$ cat src/include/pix_macros.svh
`ifndef PIX_MACROS_SVH
`define PIX_MACROS_SVH

// Sensor pixel and stored word widths
`define PIX_WIDTH 12
`define WORD_WIDTH 16

// Words per frame and per store block (16 by 16 frame)
`define IMAGE_SIZE 256

// Frame store blocks, 3-bit block index
`define BLOCK_COUNT 8

// Entries in the capture FIFO
`define FIFO_DEPTH 16

`endif
$ cat src/hw/pix_fifo.sv
`timescale 1ns/10ps
`include "pix_macros.svh"

module pix_fifo (
    input  logic                   clk,
    input  logic                   rst,
    input  logic                   flush,
    input  logic                   push,
    input  logic [`WORD_WIDTH-1:0] push_data,
    input  logic                   pop,
    output logic                   fifo_empty,
    output logic [`WORD_WIDTH-1:0] fifo_data
);

    localparam int PTR_W = $clog2(`FIFO_DEPTH);
    localparam int CNT_W = PTR_W + 1;

    logic [`WORD_WIDTH-1:0] mem [`FIFO_DEPTH];
    logic [PTR_W-1:0]       wr_ptr;
    logic [PTR_W-1:0]       rd_ptr;
    logic [CNT_W-1:0]       count;

    assign fifo_empty = (count == '0);
    // Head word, readable the cycle after it is written
    assign fifo_data  = mem[rd_ptr];

    always_ff @(posedge clk) begin
        if (push) begin
            mem[wr_ptr] <= push_data;
        end
    end

    // ==============================
    // Pointers and fill count
    // ==============================
    always_ff @(posedge clk) begin
        if (rst || flush) begin
            wr_ptr <= '0;
            rd_ptr <= '0;
            count  <= '0;
        end else begin
            if (push) begin
                wr_ptr <= wr_ptr + 1'b1;
            end
            if (pop) begin
                rd_ptr <= rd_ptr + 1'b1;
            end
            count <= count + CNT_W'(push) - CNT_W'(pop);
        end
    end

    a_no_overflow: assert property (
        @(posedge clk) disable iff (rst)
        push && !flush |-> count != CNT_W'(`FIFO_DEPTH)
    ) else $error("push into a full FIFO");

    a_no_underflow: assert property (
        @(posedge clk) disable iff (rst)
        pop |-> !fifo_empty
    ) else $error("pop from an empty FIFO");

endmodule

$ cat config.mk
export PLATFORM = sky130hd
export DESIGN_NAME = pix_fifo
export DESIGN_NICKNAME = d
export VERILOG_FILES = /design/src/hw/pix_fifo.sv
export VERILOG_INCLUDE_DIRS = /design/src /design/src/include
export SDC_FILE = /design/constraint.sdc
export NUM_CORES = 1
export LEC_CHECK = 0
export BUFFER_PORTS_ARGS = -buffer_cell sky130_fd_sc_hd__buf_2
export CAP_MARGIN = 20
export CELL_PAD_IN_SITES_DETAIL_PLACEMENT = 0
export CELL_PAD_IN_SITES_GLOBAL_PLACEMENT = 2
export CORE_ASPECT_RATIO = 1.1
export CORE_MARGIN = 2
export CORE_UTILIZATION = 44
export DETAILED_ROUTE_END_ITERATION = 16
export HOLD_SLACK_MARGIN = 0.03
export PLACE_DENSITY_LB_ADDON = 0.05
export SLEW_MARGIN = 20
export SYNTH_ARGS = -nofsm -noshare
export SYNTH_HDL_FRONTEND = slang
export SYNTH_SLANG_ARGS = --single-unit
$ cat constraint.sdc
create_clock -name clk -period 2 [get_ports clk]
set_input_delay 0 -clock clk [delete_from_list [all_inputs] [get_ports clk]]
set_output_delay 0 -clock clk [all_outputs]
set_load 0.05 [all_outputs]
==> results.yml <==
floorplan:
  start_util: 0.4466
  die_h_um: 166.1
  die_area_sq_um: 25160
  boundaryPins: 38
  core-area_sq_um: 23550
  rows: 59
  die_w_um: 151.4
grt:
  antenna_found_initial: 0
  grt_pass1_vias: 5578
  grt_max_degree: 37
  grt.overflow.total: 0
  grt_util_all_layers: 0.1930
  grt_pass1_wl_um: 34930
yosys:
  synthSimpleGateAreaFrac: 0.02915
  synthCells: 493
  ys.flop_type: "edfxtp_1"
  synthTopCellsByCount: "256 x edfxtp_1, 56 x mux4_2, 32 x a22oi_1"
  synth-xor-area-share: 0.007496
  synthTopCellsByArea: "edfxtp_1 73%, mux4_2 12%, dfxtp_1 3.2%"
  synth_compound_gate_area_share: 0.02546
  synth-adder-area-share: 0.01499
  ys_types: 32
  synth_mux_area_frac: 0.1418
  yosysMostFrequentCell: "edfxtp_1"
  synth_area_sq_um: 10520
  seq_area_frac_synth: 0.7634
  synth_top_family_by_area: "multiplexers"
  avgSynthCellArea_sq_um: 21.33
  yosys_warnings: 0
  syn_nets: 526
  async_flop_share: 0
  synth_top_area_share: 0.7310
  synth-seq-cells: 273
  yosys.area.top_type: "edfxtp_1"
  synth_edf_count: 256
routing:
  ant_nets: 0
  initialDrtViolationCount: 319
  wl_per_cell_um: 24.85
  via_per_inst: 5.459
  routed_wl_um: 23310
  first_pass_iters: 6
  num_vias: 5121
  drc_errors: 0
finish:
  fillCellCount: 1823
  fin_nets: 644
  diodes: 0
  multi_input_area_sq_um: 2479
  seqCellArea_sq_um: 8034
  drive_gt1_frac: 0.3681
  areaGrowthSynthToFinish_pct: 23.37
clocking:
  clkTransAtPathRegs_ns: 0.06
  cts-root-buf: "clkbuf_16"
  cts.sinks: 273
  cts_buffer_depth: 3
  htree_levels: 1
  cts_tree: "built"
  cts_buffers: 28
  insertion_delay_ns: 0.53
status:
  outcome: "finished, violations left"
  violations: "setup timing"
setup_path:
  slowest_delay_ns: 0.50
  crit_chain: "buf_12 -> buf_12 -> buf_16 -> mux4_2 -> a22oi_2 -> nand2_1 -> buf_6"
  cp_slowest_cell: "mux4_2"
  regToRegStartpoint: "count[0]"
  critPathArrivalTime_ns: 2.22
  cpMostUsedCell: "buf_12"
  end_kind: "output port"
  start_kind: "register"
  path_max_fanout: 6
  worstPathRequired_ns: 2.00
  crit_type: "register to output port"
place:
  place_congestion: 0.7252
  numPortBuffers: 37
  place_hpwl_um: 12980
min_path:
  hp-start: "flush"
  hold_class: "input port to register"
power_and_ir_drop:
  ir_drop_mv: 0.5987
  intPower_uw: 9454
  combinationalPowerShare: 0.069
  switchingPower_uw: 2520
  seqPwrFrac: 0.527
  switching_share: 0.2104
  power_uw: 11970
  power.share.clock: 0.403
  leakage_uw: 0.004265
  p_per_area_nw_per_um2: 922.9
sta:
  setup_violations: 16
  fin_crit_ns: 2.221
  rsz0062_at_grt: "yes"
  drv_slew: 0
  final_hold_viol_count: 0
  whs_ns: 0.3141
  post-route-period-util: 1.111
  finalWorstSetupSlack_ns: -0.2214
  slew_headroom: 0.6107
  skew_ns: 0.006691
  fmax_ghz: 0.4502
  tightest_slew_ns: 0.5833
flow_run:
  cap_viol_max_count: 0
## metrics by stage
stage / setup TNS (ns) / cells / instance area, sq um / worst slack [ns] / utilization
5_1_grt: -4.549 / 938 / 12970 / -0.3279 / 0.5509
3_3_place_gp: -0.03484 / 848 / 11320 / -0.03484 / 0.4806
3_5_place_dp: -0.06984 / 848 / 11320 / -0.06984 / 0.4806
2_1_floorplan: 0 / 493 / 10520 / 0.03816 / -
6_report: -2.974 / 938 / 12970 / -0.2214 / 0.5509
4_1_cts: -3.707 / 937 / 12860 / -0.2658 / 0.5459
## per-layer routing
| metal | vias up | global-route usage | wire length [um] |
|---|---|---|---|
| li1 | 2259 | - | - |
| met3 | 30 | 0.03049 | 919 |
| met2 | 100 | 0.3291 | 12050 |
| met1 | 2732 | 0.2639 | 9908 |
| met4 | 0 | 0.04104 | 428 |
| met5 | - | 0 | 0 |
## power groups by stage
stage / sequential (uW) / combinational, uW / clock (uW)
2_1_floorplan: 6430 / 437 / 0
3_3_place_gp: 6430 / 624 / 0
4_1_cts: 6310 / 812 / 4960
6_report: 6310 / 831 / 4830
3_5_place_dp: 6440 / 637 / 0
5_1_grt: 6310 / 899 / 5190
## cell families after synthesis
group / after synthesis
AOI/OAI and AO/OA: 37
buffers and inverters: 34
DFF: 273
and+or+nand+nor: 62
muxes: 66
xor gates and xnor gates: 9
adders and majority gates: 12
## registers in the layout, summed over array words and instances, names as in the netlist, named ones only
name / flops
count: 5
mem: 256
rd_ptr: 4
wr_ptr: 4
## critical path, delay by kind of cell (launching register included)
family	cells	cell delay, ns
multiplexers	1	0.50
flip-flops	1	0.36
AND/OR/NAND/NOR	1	0.11
buffers and inverters	4	0.56
AO/OA/AOI/OAI	1	0.15
## layout by cell type (no fill, tap or decap), drive strengths merged, types with 5 or more instances in the layout
master / count
a22oi: 32
and2: 17
buf: 89
clkbuf: 37
clkinv: 15
dfxtp: 17
dlygate4sd3: 22
edfxtp: 256
ha: 11
inv: 10
mux4: 64
nand2: 19
nor2: 16
xor2: 5
## repair_timing
item                                    4_1_cts  5_1_grt
hold buffers                                 22        0
gates resized for setup                      63       24
endpoints found under the setup margin       17       17
setup buffers                                 9        1
pin swaps                                    14       16
hold endpoints to repair                    273        0
cloned                                        6        1
## path summary, 6_finish.rpt
| path | slack, ns | to | cells after the start |
|---|---|---|---|
| max | -0.22 | fifo_data[1] | 7 |
| min | 0.31 | wr_ptr[0] | 4 |
| max reg2reg | 0.07 | count[4] | 9 |
| min reg2reg | 0.57 | register | 2 |
## area by class of cell
class | instances | share of cell area
sequential | 273 | 0.6192
multi-input combinational | 186 | 0.1911
timing repair buffer | 112 | 0.09172
clock buffer | 36 | 0.05796
tap | 305 | 0.02941
clock inverter | 16 | 0.007715
inverter | 10 | 0.002893
Power figures use the tool's default switching activity.
