### src/include/pix_macros.svh
`ifndef PIX_MACROS_SVH
`define PIX_MACROS_SVH

// Sensor pixel and stored word widths
`define PIX_WIDTH 12
`define WORD_WIDTH 16

// Words per frame and per store block (16 by 16 frame)
`define IMAGE_SIZE 256

// Frame store blocks, 3-bit block index
`define BLOCK_COUNT 8

// Entries in the capture FIFO
`define FIFO_DEPTH 16

`endif
### src/hw/pix_pkg.sv
package pix_pkg;

    // Command codes on the command port
    typedef enum logic {
        CMD_CAPTURE = 1'b0,
        CMD_READOUT = 1'b1
    } pix_cmd_t;

    // Command controller
    typedef enum logic [2:0] {
        CTRL_IDLE,
        CTRL_CAPTURE_CMD,
        CTRL_CAPTURE_COPY,
        CTRL_READOUT_CMD,
        CTRL_READOUT_WAIT,
        CTRL_ABORT
    } ctrl_state_t;

    // Frame synchronizer
    typedef enum logic [1:0] {
        SYNC_IDLE,
        SYNC_WAIT_INVALID,
        SYNC_WAIT_VALID,
        SYNC_IN_FRAME
    } sync_state_t;

    // Frame store sequencing
    typedef enum logic [1:0] {
        STORE_IDLE,
        STORE_WRITING,
        STORE_READING
    } store_state_t;

endpackage

### src/hw/pix_frame_sync.sv
`timescale 1ns/10ps
`include "pix_macros.svh"

module pix_frame_sync (
    input  logic                   clk,
    input  logic                   rst,
    input  logic                   arm,
    input  logic                   flush,
    input  logic [`PIX_WIDTH-1:0]  pix_d,
    input  logic                   pix_fv,
    input  logic                   pix_lv,
    output logic                   pixel_valid,
    output logic [`WORD_WIDTH-1:0] pixel_data
);

    pix_pkg::sync_state_t state;

    // ==============================
    // Frame tracking
    // ==============================
    // State and strobe are registered together from the pins,
    // giving one cycle from pin to strobe
    always_ff @(posedge clk) begin
        if (rst) begin
            state       <= pix_pkg::SYNC_IDLE;
            pixel_valid <= 1'b0;
        end else if (flush) begin
            state       <= pix_pkg::SYNC_IDLE;
            pixel_valid <= 1'b0;
        end else begin
            pixel_valid <= 1'b0;
            case (state)
                pix_pkg::SYNC_IDLE: begin
                    // A frame already running must end first
                    if (arm) begin
                        state <= pix_fv ? pix_pkg::SYNC_WAIT_INVALID : pix_pkg::SYNC_WAIT_VALID;
                    end
                end
                pix_pkg::SYNC_WAIT_INVALID: begin
                    if (!pix_fv) begin
                        state <= pix_pkg::SYNC_WAIT_VALID;
                    end
                end
                pix_pkg::SYNC_WAIT_VALID: begin
                    if (pix_fv) begin
                        state       <= pix_pkg::SYNC_IN_FRAME;
                        pixel_valid <= pix_lv;
                    end
                end
                pix_pkg::SYNC_IN_FRAME: begin
                    // One frame per arm
                    if (!pix_fv) begin
                        state <= pix_pkg::SYNC_IDLE;
                    end else begin
                        pixel_valid <= pix_lv;
                    end
                end
                default: state <= pix_pkg::SYNC_IDLE;
            endcase
        end
    end

    // Pin data register, zero-extended to the stored word
    always_ff @(posedge clk) begin
        pixel_data <= {{(`WORD_WIDTH - `PIX_WIDTH){1'b0}}, pix_d};
    end

    a_valid_in_frame: assert property (
        @(posedge clk) disable iff (rst)
        pixel_valid |-> state == pix_pkg::SYNC_IN_FRAME
    ) else $error("pixel_valid outside a captured frame");

endmodule

### config.mk
export PLATFORM = sky130hd
export DESIGN_NAME = pix_frame_sync
export DESIGN_NICKNAME = d
export VERILOG_FILES = /design/src/hw/pix_pkg.sv /design/src/hw/pix_frame_sync.sv
export VERILOG_INCLUDE_DIRS = /design/src /design/src/include
export SDC_FILE = /design/constraint.sdc
export NUM_CORES = 1
export LEC_CHECK = 0
export BUFFER_PORTS_ARGS = -buffer_cell sky130_fd_sc_hd__buf_2
export CELL_PAD_IN_SITES_DETAIL_PLACEMENT = 1
export CELL_PAD_IN_SITES_GLOBAL_PLACEMENT = 1
export CORE_MARGIN = 1
export CORE_UTILIZATION = 27
export DETAILED_ROUTE_END_ITERATION = 8
export PLACE_DENSITY_LB_ADDON = 0.12
export SLEW_MARGIN = 20
export SYNTH_ARGS = -nofsm -noshare
export SYNTH_HDL_FRONTEND = slang
export SYNTH_SLANG_ARGS = --single-unit
### constraint.sdc
create_clock -name clk -period 1.93 [get_ports clk]
set_clock_uncertainty 0.2 [all_clocks]
set_input_delay 0.0965 -clock clk [delete_from_list [all_inputs] [get_ports clk]]
set_output_delay 0.0965 -clock clk [all_outputs]
set_load 0.02 [all_outputs]
==> Implementation_results.wiki <==
{| class="wikitable"
! Metric !! Value
|-
| Outcome || complete, no violations
|-
| Most common cell after layout, fill and taps aside || sky130_fd_sc_hd__buf_2
|-
| Number of synthesis warnings || 0
|-
| Sinks on Clock Net || 15
|-
| Port Buffer Count || 30
|-
| Simple-Gate Fraction of Synth Area || 0.0620
|-
| Gr busiest metal || met2
|-
| Floorplan core area || 1750 um^2
|-
| Number of pins exceeding their max-slew limit in the final report || 0
|-
| Flip-flop and latch count after synthesis || 15
|-
| Met2 layer usage reported by global route || 0.226
|-
| Grt met1 use || 0.143
|-
| Required time of the worst setup path || 1.89 ns
|-
| Detailed-routing iteration count for the pre-antenna-repair pass || 2
|-
| DR DRC count || 0
|-
| Die Area || 2040 um^2
|-
| Max IR drop VDD || 388 uV
|-
| Cell with the largest stage delay on the worst path || sky130_fd_sc_hd__dlygate4sd3_1
|-
| Compound-cell area share of the yosys netlist || 0.122
|-
| X dimension of the die || 45.2 um
|-
| Antenna Nets Post-Route || 0
|-
| Critical Path End Type || flop
|-
| Overall via count from detail_route || 453
|-
| Num CTS Buffers || 3
|-
| Maximum number of pins on one net before global-route repair || 9
|-
| Multiplexer area fraction after synthesis || 0
|-
| Final WL || 1230 um
|-
| Largest driver fanout on the critical path || 4
|-
| GPL Wtd Cong || 0.741
|-
| Category of the worst setup path launch point || flop
|-
| Number of filler cells placed in the layout || 216
|-
| Gate count of the mapped netlist || 41
|-
| Global-route wire length before repair || 1810 um
|-
| TritonCTS clock tree || done
|-
| Place WS || 0.342 ns
|-
| Final setup violation count || 0
|-
| Count of unique library cells instantiated by Yosys || 12
|-
| Combinational family with the most area after synthesis || adder cells
|-
| Met3 usage in global routing || 0.0240
|-
| Number of diodes added for antenna fixing || 0
|-
| Detail Placement HPWL || 839 um
|-
| Global route total overflow || 0
|-
| Overall Global Routing Usage || 0.131
|-
| Largest cells by area after synthesis || sky130_fd_sc_hd__dfxtp_1 60%, sky130_fd_sc_hd__ha_1 12%, sky130_fd_sc_hd__buf_4 6.0%
|-
| Classification of the worst setup path || flop to flop
|-
| Post-layout worst setup margin || 0.154 ns
|-
| Drt initial violations || 1
|-
| Mapped Area || 504 um^2
|-
| Leak Pwr || 0.436 nW
|-
| Initial antenna violation count || 0
|-
| Final Hold Violating Endpoints || 0
|-
| Synth Area in Adders || 0.124
|-
| Sequence of cells on the critical path || inv_1 > ha_1 > o2111a_1 > dlygate4sd3_1
|-
| Part of the cycle the worst path needs || 0.920
|-
| Layout Nets || 114
|-
| Fraction of layout instances using a drive strength above 1 || 0.411
|-
| Top library cells by usage in the layout, fill and taps aside || 30 x sky130_fd_sc_hd__buf_2, 16 x sky130_fd_sc_hd__dlygate4sd3_1, 14 x sky130_fd_sc_hd__dfxtp_1
|-
| Core occupancy in the finished layout || 0.490
|-
| I/O pin cnt || 35
|-
| Per-cell via count in the routed design || 3.94
|-
| Peak per-stage delay on the critical path || 0.54 ns
|-
| Yosys top cell by area || sky130_fd_sc_hd__dfxtp_1
|-
| Clock latency on the worst-skew pair || 0.27 ns
|-
| Per-cell routed wire length || 10.7 um
|-
| Clk slew on worst S/H paths || 0.09 ns
|-
| Data arrival, critical path || 1.74 ns
|-
| Pwr Total || 0.616 mW
|-
| H-Tree Level Count || 1
|-
| Syn_area_per_cell || 12.3 um^2
|-
| RSZ-0062 raised after global routing || no
|-
| Clock root buffer || sky130_fd_sc_hd__clkbuf_4
|-
| Via count of the first global-routing pass || 401
|-
| Row count || 15
|-
| Synth top area share || 0.596
|-
| Area growth from synthesis to layout || 69.5%
|-
| Min Clock Period, post-route || 1.78 ns
|-
| Sum Neg Setup Slack || 0 ns
|-
| Number of maximum-capacitance constraint violations || 0
|-
| PwrDens || 721 nW/um^2
|-
| Die boundary height || 45.2 um
|-
| Fraction of synthesized cell area in xor and xnor cells || 0
|-
| Worst min-delay path category || input pin to flop
|-
| Sequential fraction of the synthesis area || 0.596
|-
| Maximum count of clock buffers along a single path || 2
|-
| Peak Freq || 563 MHz
|-
| Starting utilization of the core area || 0.289
|}
layer usage:
metal | wire, um | part of all wire
met1 | 547 | 0.45
met2 | 608 | 0.50
met3 | 56 | 0.046
met4 | 14 | 0.011
met5 | 0 | 0
path summary, 6_finish.rpt:
check | start | endpoint | slack [ns] | cells past startpoint
min | arm | state[0]$_SDFFE_PP0P_ | 0.06 | 3
min reg2reg | state[0]$_SDFFE_PP0P_ | state[0]$_SDFFE_PP0P_ | 0.38 | 1
max | state[0]$_SDFFE_PP0P_ | pixel_valid$_SDFF_PP0_ | 0.15 | 4
max reg2reg | state[0]$_SDFFE_PP0P_ | pixel_valid$_SDFF_PP0_ | 0.15 | 4
critical path: cells and delay by family, from the launching register on:
family | cells | cell delay (ns)
adder cells (fa/ha/maj) | 1 | 0.22
AO/OA/AOI/OAI | 1 | 0.24
flip-flops | 1 | 0.37
buffers and inverters | 2 | 0.62
kinds of logic after synthesis:
family | count (synthesis)
DFF | 15
and+or+nand+nor | 6
AOI/OAI and AO/OA | 6
buffers and inverters | 8
adders and majority gates | 5
other | 1
cell usage after synthesis:
master,n
sky130_fd_sc_hd__ha_1,5
sky130_fd_sc_hd__inv_1,4
sky130_fd_sc_hd__nor3b_2,1
sky130_fd_sc_hd__o2111a_1,1
sky130_fd_sc_hd__buf_4,4
sky130_fd_sc_hd__a2bb2oi_2,1
sky130_fd_sc_hd__conb_1,1
sky130_fd_sc_hd__nor2_1,5
sky130_fd_sc_hd__o221a_1,1
sky130_fd_sc_hd__dfxtp_1,15
sky130_fd_sc_hd__a31oi_1,2
sky130_fd_sc_hd__o221a_2,1
registers in the layout (all words and copies together), names as in the netlist:
name	count
pixel_data	12
pixel_valid	1
state	2
what timing repair did:
item / in CTS / in global routing
resized for setup: 0 / 1
setup buffers: 0 / 0
hold endpoints to repair: 15 / 0
endpoints found under the setup margin: 0 / 1
hold buffers: 16 / 0
stage by stage:
step	hold WS, ns	cells	cell area, um^2
after floorplan	-0.0758	44	515
after global placement	-0.00138	95	667
after detailed placement	0.000711	95	667
after CTS	0.0653	115	853
after global routing	0.0680	115	855
final	0.0645	115	855
final cells by class:
class                           instances  area [um^2]  share of cell area
Inverter                                4         15.0              0.0176
Multi-Input combinational cell         21          170               0.199
Clock buffer                            4         26.3              0.0307
Timing Repair Buffer                   46          310               0.363
Sequential cell                        15          302               0.353
Tap cell                               25         31.3              0.0366
where the power goes:
group          internal [mW]  total [mW]  switching (mW)  leakage (nW)
clock network         0.0800       0.170          0.0899        0.0150
registers              0.326       0.332         0.00667         0.126
logic                 0.0571       0.114          0.0569         0.294
Power figures use the tool's default switching activity.
