--- src/include/pix_macros.svh ---
`ifndef PIX_MACROS_SVH
`define PIX_MACROS_SVH

// Sensor pixel and stored word widths
`define PIX_WIDTH 12
`define WORD_WIDTH 16

// Words per frame and per store block (16 by 16 frame)
`define IMAGE_SIZE 256

// Frame store blocks, 3-bit block index
`define BLOCK_COUNT 8

// Entries in the capture FIFO
`define FIFO_DEPTH 16

`endif
--- src/hw/pix_pkg.sv ---
package pix_pkg;

    // Command codes on the command port
    typedef enum logic {
        CMD_CAPTURE = 1'b0,
        CMD_READOUT = 1'b1
    } pix_cmd_t;

    // Command controller
    typedef enum logic [2:0] {
        CTRL_IDLE,
        CTRL_CAPTURE_CMD,
        CTRL_CAPTURE_COPY,
        CTRL_READOUT_CMD,
        CTRL_READOUT_WAIT,
        CTRL_ABORT
    } ctrl_state_t;

    // Frame synchronizer
    typedef enum logic [1:0] {
        SYNC_IDLE,
        SYNC_WAIT_INVALID,
        SYNC_WAIT_VALID,
        SYNC_IN_FRAME
    } sync_state_t;

    // Frame store sequencing
    typedef enum logic [1:0] {
        STORE_IDLE,
        STORE_WRITING,
        STORE_READING
    } store_state_t;

endpackage

--- src/hw/pix_controller.sv ---
`timescale 1ns/10ps
`include "pix_macros.svh"

module pix_controller (
    input  logic                             clk,
    input  logic                             rst,
    // Command port
    output logic                             cmd_ready,
    input  logic                             cmd_trigger,
    input  pix_pkg::pix_cmd_t                cmd,
    input  logic [$clog2(`BLOCK_COUNT)-1:0]  cmd_block,
    input  logic                             cmd_abort,
    // Input side
    output logic                             arm,
    output logic                             flush,
    input  logic                             fifo_empty,
    input  logic [`WORD_WIDTH-1:0]           fifo_data,
    output logic                             fifo_pop,
    // Frame store
    input  logic                             store_cmd_ready,
    output logic                             store_cmd_trigger,
    output logic                             store_cmd_write,
    output logic [$clog2(`BLOCK_COUNT)-1:0]  store_cmd_block,
    output logic                             store_abort,
    input  logic                             store_write_ready,
    output logic                             store_write_trigger,
    output logic [`WORD_WIDTH-1:0]           store_write_data
);

    pix_pkg::ctrl_state_t state;
    logic                 cmd_take;

    assign cmd_take = cmd_ready && cmd_trigger;

    // One word per cycle from FIFO to store while both can move
    assign fifo_pop = (state == pix_pkg::CTRL_CAPTURE_COPY) && !fifo_empty && store_write_ready;

    // ==============================
    // Command FSM
    // ==============================
    always_ff @(posedge clk) begin
        if (rst) begin
            state               <= pix_pkg::CTRL_IDLE;
            cmd_ready           <= 1'b0;
            arm                 <= 1'b0;
            flush               <= 1'b0;
            store_cmd_trigger   <= 1'b0;
            store_abort         <= 1'b0;
            store_write_trigger <= 1'b0;
        end else begin
            arm                 <= 1'b0;
            flush               <= 1'b0;
            store_abort         <= 1'b0;
            store_write_trigger <= fifo_pop;

            case (state)
                pix_pkg::CTRL_IDLE: begin
                    if (cmd_take) begin
                        cmd_ready         <= 1'b0;
                        store_cmd_trigger <= 1'b1;
                        state <= (cmd == pix_pkg::CMD_CAPTURE) ? pix_pkg::CTRL_CAPTURE_CMD
                                                                : pix_pkg::CTRL_READOUT_CMD;
                    end else begin
                        cmd_ready <= 1'b1;
                    end
                end
                pix_pkg::CTRL_CAPTURE_CMD: begin
                    // Store accepted, start looking for a frame
                    if (store_cmd_ready) begin
                        store_cmd_trigger <= 1'b0;
                        arm               <= 1'b1;
                        state             <= pix_pkg::CTRL_CAPTURE_COPY;
                    end
                end
                pix_pkg::CTRL_CAPTURE_COPY: begin
                    // Store goes idle after a full image, drop surplus pixels
                    if (store_cmd_ready) begin
                        flush     <= 1'b1;
                        cmd_ready <= 1'b1;
                        state     <= pix_pkg::CTRL_IDLE;
                    end
                end
                pix_pkg::CTRL_READOUT_CMD: begin
                    if (store_cmd_ready) begin
                        store_cmd_trigger <= 1'b0;
                        state             <= pix_pkg::CTRL_READOUT_WAIT;
                    end
                end
                pix_pkg::CTRL_READOUT_WAIT: begin
                    if (store_cmd_ready) begin
                        cmd_ready <= 1'b1;
                        state     <= pix_pkg::CTRL_IDLE;
                    end
                end
                pix_pkg::CTRL_ABORT: begin
                    // Store is idle by now
                    cmd_ready <= 1'b1;
                    state     <= pix_pkg::CTRL_IDLE;
                end
                default: state <= pix_pkg::CTRL_IDLE;
            endcase

            // Abort overrides whatever is in progress
            if (cmd_abort) begin
                cmd_ready           <= 1'b0;
                arm                 <= 1'b0;
                flush               <= 1'b1;
                store_abort         <= 1'b1;
                store_cmd_trigger   <= 1'b0;
                store_write_trigger <= 1'b0;
                state               <= pix_pkg::CTRL_ABORT;
            end
        end
    end

    // Command fields and write word
    always_ff @(posedge clk) begin
        if (state == pix_pkg::CTRL_IDLE && cmd_take) begin
            store_cmd_write <= (cmd == pix_pkg::CMD_CAPTURE);
            store_cmd_block <= cmd_block;
        end
        if (fifo_pop) begin
            store_write_data <= fifo_data;
        end
    end

    a_no_trigger_idle: assert property (
        @(posedge clk) disable iff (rst)
        state == pix_pkg::CTRL_IDLE |-> !store_cmd_trigger
    ) else $error("store command pending while controller idle");

endmodule

--- config.mk ---
export PLATFORM = sky130hd
export DESIGN_NAME = pix_controller
export DESIGN_NICKNAME = d
export VERILOG_FILES = /design/src/hw/pix_pkg.sv /design/src/hw/pix_controller.sv
export VERILOG_INCLUDE_DIRS = /design/src /design/src/include
export SDC_FILE = /design/constraint.sdc
export NUM_CORES = 1
export LEC_CHECK = 0
export ABC_AREA = 1
export BUFFER_PORTS_ARGS = -buffer_cell sky130_fd_sc_hd__buf_2
export CORE_MARGIN = 2
export CORE_UTILIZATION = 35
export CTS_BUF_LIST = sky130_fd_sc_hd__clkbuf_4 sky130_fd_sc_hd__clkbuf_8
export CTS_CLUSTER_SIZE = 25
export DETAILED_ROUTE_END_ITERATION = 7
export SLEW_MARGIN = 20
export SYNTH_ARGS = -nofsm -noshare
export SYNTH_HDL_FRONTEND = slang
export SYNTH_SLANG_ARGS = --single-unit
--- constraint.sdc ---
create_clock -name clk -period 3 [get_ports clk]
set_input_delay 0.15 -clock clk [delete_from_list [all_inputs] [get_ports clk]]
set_output_delay 0.15 -clock clk [all_outputs]
set_load 0.005 [all_outputs]
==> impl_metrics.toml, run 1 <==
[placed_design]
gp_routability_congestion = 0.905
place.detailed.hpwl_um = 1650
port_buffers = 53

[global_route]
globalRouteOverflowTotal = 0
wire_length_of_the_first_global_routing_pass_um = 3500
grt_start_max_net_pins = 18
number_of_global_route_vias_before_repair = 816
global_route.usage.total_pct = 14.4
number_of_antenna_violations_at_the_first_check_in_global_routing = 0

[synth]
post-synth-top-count-cell = "edfxtp_1"
netlist_area_mm2 = 0.00103
ys_ff_latch = 29
yosysSeqAreaShare_pct = 76.0
synth.cells.most_frequent = "edfxtp_1 (20), inv_1 (10), dfxtp_1 (9), nand2_1 (9), nor2_1 (7)"
postSynth.asyncResetShare_pct = 0
postSynthAreaPerCell_um2 = 13.2
synth.top_cell.area_share_pct = 58.5
synth_top_area_cell = "edfxtp_1"
synth_flop_type = "edfxtp_1"
synthTopCellsByArea = "edfxtp_1 (58%), dfxtp_1 (18%), inv_1 (3.7%)"
ys_types = 18
synth.net_count = 105
synth_enable_flop_cells = 20
postSynthCellCount = 78
synthesis.yosys.warnings = 0

[setup_path]
timing.critical_path.from = "state[1]"
worst_setup_path_end_kind = "primary output"
worst-endpoint-arrival_ns = 1.48
setup.worst_path.class = "reg2out"
critical_path.reg2reg.startpoint = "state[1]"
timing.critical_path.required_ns = 2.85
critPathMaxFanout = 17
setup.worst_path.start_class = "register"

[routing]
drt_pre_antenna_iters = 5
detail-route-antenna-nets = 0
routed_wirelength_um = 2330
viasPerCell = 4.47
drt_drc_violations_left = 0
drt_iter0_markers = 17
routedWlPerCell_um = 12.3
num_vias = 849

[cts]
post_cts_resize_count = 0
insertion_delay_ns = 0.32
cts-htree-levels = 2
clock_sinks = 29
cts.clk_slew.worst_paths_ns = 0.08
cts-buffers-inserted = 5
cts_tree = "yes"
clk_path_buf_depth = 2
cts_root_buf = "clkbuf_4"

[outcome]
status = "finished, final reports clean"

[floorplanning]
floorplan.initialDensity_pct = 36.9
fp.coreArea_mm2 = 0.00278
dieArea_mm2 = 0.00338
placementRows = 19
floorplan.io_pins = 54
die_width_um = 58.2
die_height_um = 58.2

[worst_hold_path]
worst_hold_startpoint = "fifo_empty"
worst_hold_path_type = "in2reg"

[timing]
worst-slew-pin-transition_ns = 0.226
final-hold-violation-count = 0
worst_slew_margin_rel_pct = 84.8
fin_setup_tns_ns = 0
number_of_slew_limit_violations_in_the_final_report = 0
min_period_ns = 1.63
fin_hold_ws_ns = 0.0135
final.period_utilization_pct = 54.3
timing.final.setup_violations = 0
max_freq_mhz = 614
fin_worst_skew_ns = 0.00642
rsz0062_at_grt = "false"

[pwr]
power.density_mw_per_mm2 = 494
power.static_leakage_nw = 0.727
max-vdd-ir-drop_mv = 0.497

[finish]
num-nets-final = 185
synthesis_to_layout_area_growth_pct = 54.8
post_route_cells_drive_above_1_share_pct = 44.7
insertedDiodeCount = 0

[flow_run]
max_cap_violations = 0
-- power breakdown --
part / leakage (nW) / switching [mW] / internal [mW] / total, mW
sequential: 0.254 / 0.00941 / 0.439 / 0.448
clock: 0.0338 / 0.126 / 0.108 / 0.234
combinational: 0.439 / 0.0519 / 0.0520 / 0.104
-- registers in the layout, summed over array words and instances (netlist names) --
name and cells:
state 3, store_abort 1, flush 1, store_cmd_write 1
cmd_ready 1, store_write_trigger 1, arm 1, store_write_data 16
store_cmd_trigger 1, store_cmd_block 3
-- worst max-delay path, stage by stage (launching register included) --
cell     delay, ns
dfxtp_1       0.46
nand3_1       0.17
nor3_2        0.12
buf_4         0.25
buf_2         0.15
-- cells by family (layout without fill, tap and decap cells) --
group / count (synthesis) / count (layout) / share of synthesized area, %
AO/OA/AOI/OAI: 5 / 5 / 3.29
buffers and inverters: 12 / 93 / 4.39
flip-flops: 29 / 29 / 76.0
AND/OR/NAND/NOR: 32 / 32 / 16.3
-- metrics by stage --
step | cell area (um^2) | util (%) | total power, mW | setup slack, ns | cells
floorplan | 1030 | - | 0.505 | 0.818 | 78
global route | 1590 | 57.2 | 0.823 | 1.28 | 190
detailed placement | 1340 | 48.3 | 0.541 | 1.71 | 163
finish | 1590 | 57.2 | 0.786 | 1.37 | 190
CTS | 1570 | 56.5 | 0.792 | 1.37 | 188
global placement | 1340 | 48.3 | 0.542 | 1.74 | 163
-- layout by cell type, fill, tap and decap left out, types with 2 or more instances in the layout --
cell	instances
a31oi_1	2
buf_2	53
clkbuf_4	7
dfxtp_1	9
dlygate4sd3_1	19
edfxtp_1	20
inv_1	10
inv_2	2
nand2_1	9
nand3_1	5
nand3_2	3
nor2_1	7
nor4_1	2
-- layout make-up --
| class | count | area (um^2) |
|---|---|---|
| multi-input combinational | 37 | 206 |
| inverter | 12 | 45.0 |
| timing repair buffer | 73 | 463 |
| clock inverter | 1 | 3.75 |
| fill | 245 | 1190 |
| sequential | 29 | 781 |
| tap | 31 | 38.8 |
| clock buffer | 7 | 52.6 |
-- routing by layer --
metal / share of wire (%) / up-vias / global-route usage (%) / wire length [um]
met5: 0 / - / 0 / 0
met4: 3.3 / 0 / 9.63 / 78
met3: 12 / 8 / 4.69 / 272
met2: 44 / 54 / 22.6 / 1020
met1: 41 / 361 / 16.9 / 962
li1: - / 426 / - / -
-- worst paths after layout --
path	cells past startpoint	to	slack [ns]
worst min register to register	2	store_cmd_trigger	0.48
worst min-delay path	2	store_write_trigger	0.01
worst max register to register	3	store_write_data[14]	1.69
worst max-delay path	4	fifo_pop	1.37
-- timing repair --
item | 4_1_cts | 5_1_grt
buffers inserted | 0 | 0
endpoints found under the setup margin | 0 | 0
hold buffers | 17 | 2
endpoints found under the hold margin | 17 | 2
(Power assumes the default switching activity.)
==> inputs of run 2 (changes only) <==
ABC_AREA = 0   (was 1)
PLACE_DENSITY = 0.67   (was not set)
clock period = 1.3 ns   (was 3 ns; I/O delays follow)
==> run 2 against run 1 <==
Against the previous run:
- the run now ends with negative setup slack left
- synthesized area down 1.8%
- flip-flop and latch count unchanged
- count of clock-buffer cells in the layout down 1
- final area up 5.2%
- register-to-register slack worse by 1.7 ns
- sequential share of layout area down 2.0 points
- final cell count down 2.1%
- clock skew down 0.0030 ns
- core utilization up 3.5 points
==> impl_metrics.toml, run 2 <==
[outcome]
status = "complete, but fails checks"
failed_checks = "negative setup slack"

[cts]
cts.clk_slew.worst_paths_ns = 0.09
clk_path_buf_depth = 2
clock_sinks = 29
cts_root_buf = "clkbuf_4"
cts-buffers-inserted = 5
cts-htree-levels = 2
insertion_delay_ns = 0.31
cts_tree = "yes"

[global_route]
number_of_global_route_vias_before_repair = 847
grt_start_max_net_pins = 12
wire_length_of_the_first_global_routing_pass_um = 3680
number_of_antenna_violations_at_the_first_check_in_global_routing = 0
global_route.usage.total_pct = 15.0
globalRouteOverflowTotal = 0

[worst_hold_path]
worstHoldEndpoint = "state[2]"
hold_depth = 3
worst_hold_startpoint = "cmd_abort"
worst_hold_path_type = "in2reg"

[timing]
postLayoutSetupSlackWorst_ns = -0.0251
final-hold-violation-count = 0
rsz0062_at_grt = "true"
max_freq_mhz = 755
worst_slew_margin_rel_pct = 82.9
worst-slew-pin-transition_ns = 0.253
final.period_utilization_pct = 102
min_period_ns = 1.33
timing.final.setup_violations = 15
number_of_slew_limit_violations_in_the_final_report = 0
fin_worst_skew_ns = 0.00344

[routing]
drt_drc_violations_left = 0
detail-route-antenna-nets = 0
drt_iter0_markers = 10
num_vias = 849
drt_pre_antenna_iters = 4
viasPerCell = 4.56
routedWlPerCell_um = 12.6
routed_wirelength_um = 2340

[synth]
yosysSeqAreaShare_pct = 77.4
synthesis.yosys.warnings = 0
synth-simple-area-share_pct = 12.7
synth.cells.most_frequent = "edfxtp_1 (20), dfxtp_1 (9), nor2_1 (5)"
synth.top_cell.area_share_pct = 59.6
ys_ff_latch = 29
muxShareOfSynthArea_pct = 0.993
largest_family_of_logic_cells_by_synthesized_area = "simple AND/OR/NAND/NOR gates"
netlist_area_mm2 = 0.00101
postSynthCellCount = 65
post-synth-top-count-cell = "edfxtp_1"
postSynth.asyncResetShare_pct = 0
ys_types = 25
synth_top_area_cell = "edfxtp_1"
postSynthAreaPerCell_um2 = 15.5
post_synth_xor_area_fraction_pct = 0
synthTopCellsByArea = "edfxtp_1 (60%), dfxtp_1 (18%), nor2_1 (1.9%)"
synth_enable_flop_cells = 20
synth_flop_type = "edfxtp_1"
yosys.area_share.adder_pct = 0
synth-compound-area-share_pct = 5.83
synth.net_count = 92

[finish]
num-nets-final = 181
synthesis_to_layout_area_growth_pct = 65.9
ff_latch_area_um2 = 788
fill_cells = 223
post_route_cells_drive_above_1_share_pct = 54.2
largest-register = "store_write_data"
top_regs = "store_write_data x16, state x3, store_cmd_block x3"
final_util_pct = 60.7
largest_register_ffs = 16
highest_count_cells_in_the_layout_ignoring_fill_and_taps = "buf_2 (52), dlygate4sd3_1 (21), edfxtp_1 (20)"
commonest_non_fill_non_tap_cell_in_the_layout = "buf_2"
insertedDiodeCount = 0
multi_input_comb_area_um2 = 205

[setup_path]
ff2ff_path_depth = 3
regToRegSetupSlack_ns = -0.03
timing.rr.end = "store_cmd_block[0]"
critical_path.reg2reg.startpoint = "cmd_ready"
critPathMaxFanout = 4
setup.worst_path.start_class = "register"
timing.critical_path.required_ns = 1.34
setup.worst_path.class = "reg2reg"
worst-endpoint-arrival_ns = 1.36
worst_setup_path_end_kind = "register"

[placed_design]
place.detailed.hpwl_um = 1470
gp_routability_congestion = 0.826
port_buffers = 53

[pwr]
power.static_leakage_nw = 0.735
power_mw = 1.70
power.density_mw_per_mm2 = 1010
max-vdd-ir-drop_mv = 0.713

[floorplanning]
die_width_um = 57.7
placementRows = 19
floorplan.initialDensity_pct = 36.6
floorplan.io_pins = 54
dieArea_mm2 = 0.00333
die_height_um = 57.7
fp.coreArea_mm2 = 0.00276

[flow_run]
max_cap_violations = 0
## run 2: cell count changes after synthesis, sizes merged, moves of 2 or more
| cell | change |
|---|---|
| a31oi | -2 |
| nand2 | -8 |
| buf | +2 |
| clkbuf | +2 |
| nor3b | +2 |
| inv | -10 |
| nand3 | -8 |
| nor4 | -2 |
| nor2b | +2 |
| nor2 | -3 |
## run 2: timing repair
item	in CTS	in global routing
pin swaps	3	2
hold buffers	21	0
endpoints found under the setup margin	5	17
gates resized for setup	4	2
buffers inserted	5	2
endpoints found under the hold margin	24	0
## run 2: cells by family (layout without fill, tap and decap cells)
logic type	Yosys count	in the layout
AO/OA/AOI/OAI	8	8
multiplexers	1	1
AND/OR/NAND/NOR	21	21
buffers and inverters	6	96
flip-flops	29	29
## run 2: report_power, final
part           internal [mW]  leakage [nW]  switching [mW]
combinational          0.111         0.444          0.0630
sequential              1.00         0.256         0.00973
clock                  0.226        0.0354           0.284
total                   1.34         0.735           0.357
## run 2: worst max path at each step
stage / from / end / depth (start not counted)
2_1_floorplan: cmd_ready / store_cmd_block[0] / 3
3_3_place_gp: cmd_ready / store_cmd_block[0] / 3
3_5_place_dp: cmd_ready / store_cmd_block[2] / 3
4_1_cts: state[0] / fifo_pop / 4
5_1_grt: state[2] / fifo_pop / 3
6_report: cmd_ready / store_cmd_block[0] / 3
## run 2: stage by stage
step	setup TNS, ns	setup slack (ns)	area [um^2]	hold slack, ns	cells
after floorplan	-0.697	-0.0376	1040	0.127	65
after detailed placement	-0.143	-0.0357	1360	0.243	151
after global routing	-1.07	-0.0803	1670	0.0328	186
after CTS	-0.543	-0.0502	1670	0.0286	185
after global placement	-0.0612	-0.0153	1360	0.242	151
final	-0.160	-0.0251	1670	0.0401	186
## run 2: critical path, cell delays in order, from the launching register on
cell,delay [ns]
dfxtp_2,0.34
nand2_2,0.05
or4_4,0.56
inv_4,0.10
## run 2: area by class of cell
class	instances	area share, %
Clock buffer	6	2.69
Clock inverter	2	0.598
Inverter	2	0.598
Multi-Input combinational cell	30	12.3
Sequential cell	29	47.1
Tap cell	31	2.32
Timing Repair Buffer	86	34.4
## run 2: layer usage
layer / vias to the layer above / wire (um) / GRT usage [%]
met3: 3 / 267 / 6.70
met1: 378 / 930 / 16.4
met4: 0 / 23 / 4.98
met5: - / 0 / 0
met2: 50 / 1120 / 26.0
li1: 418 / - / -
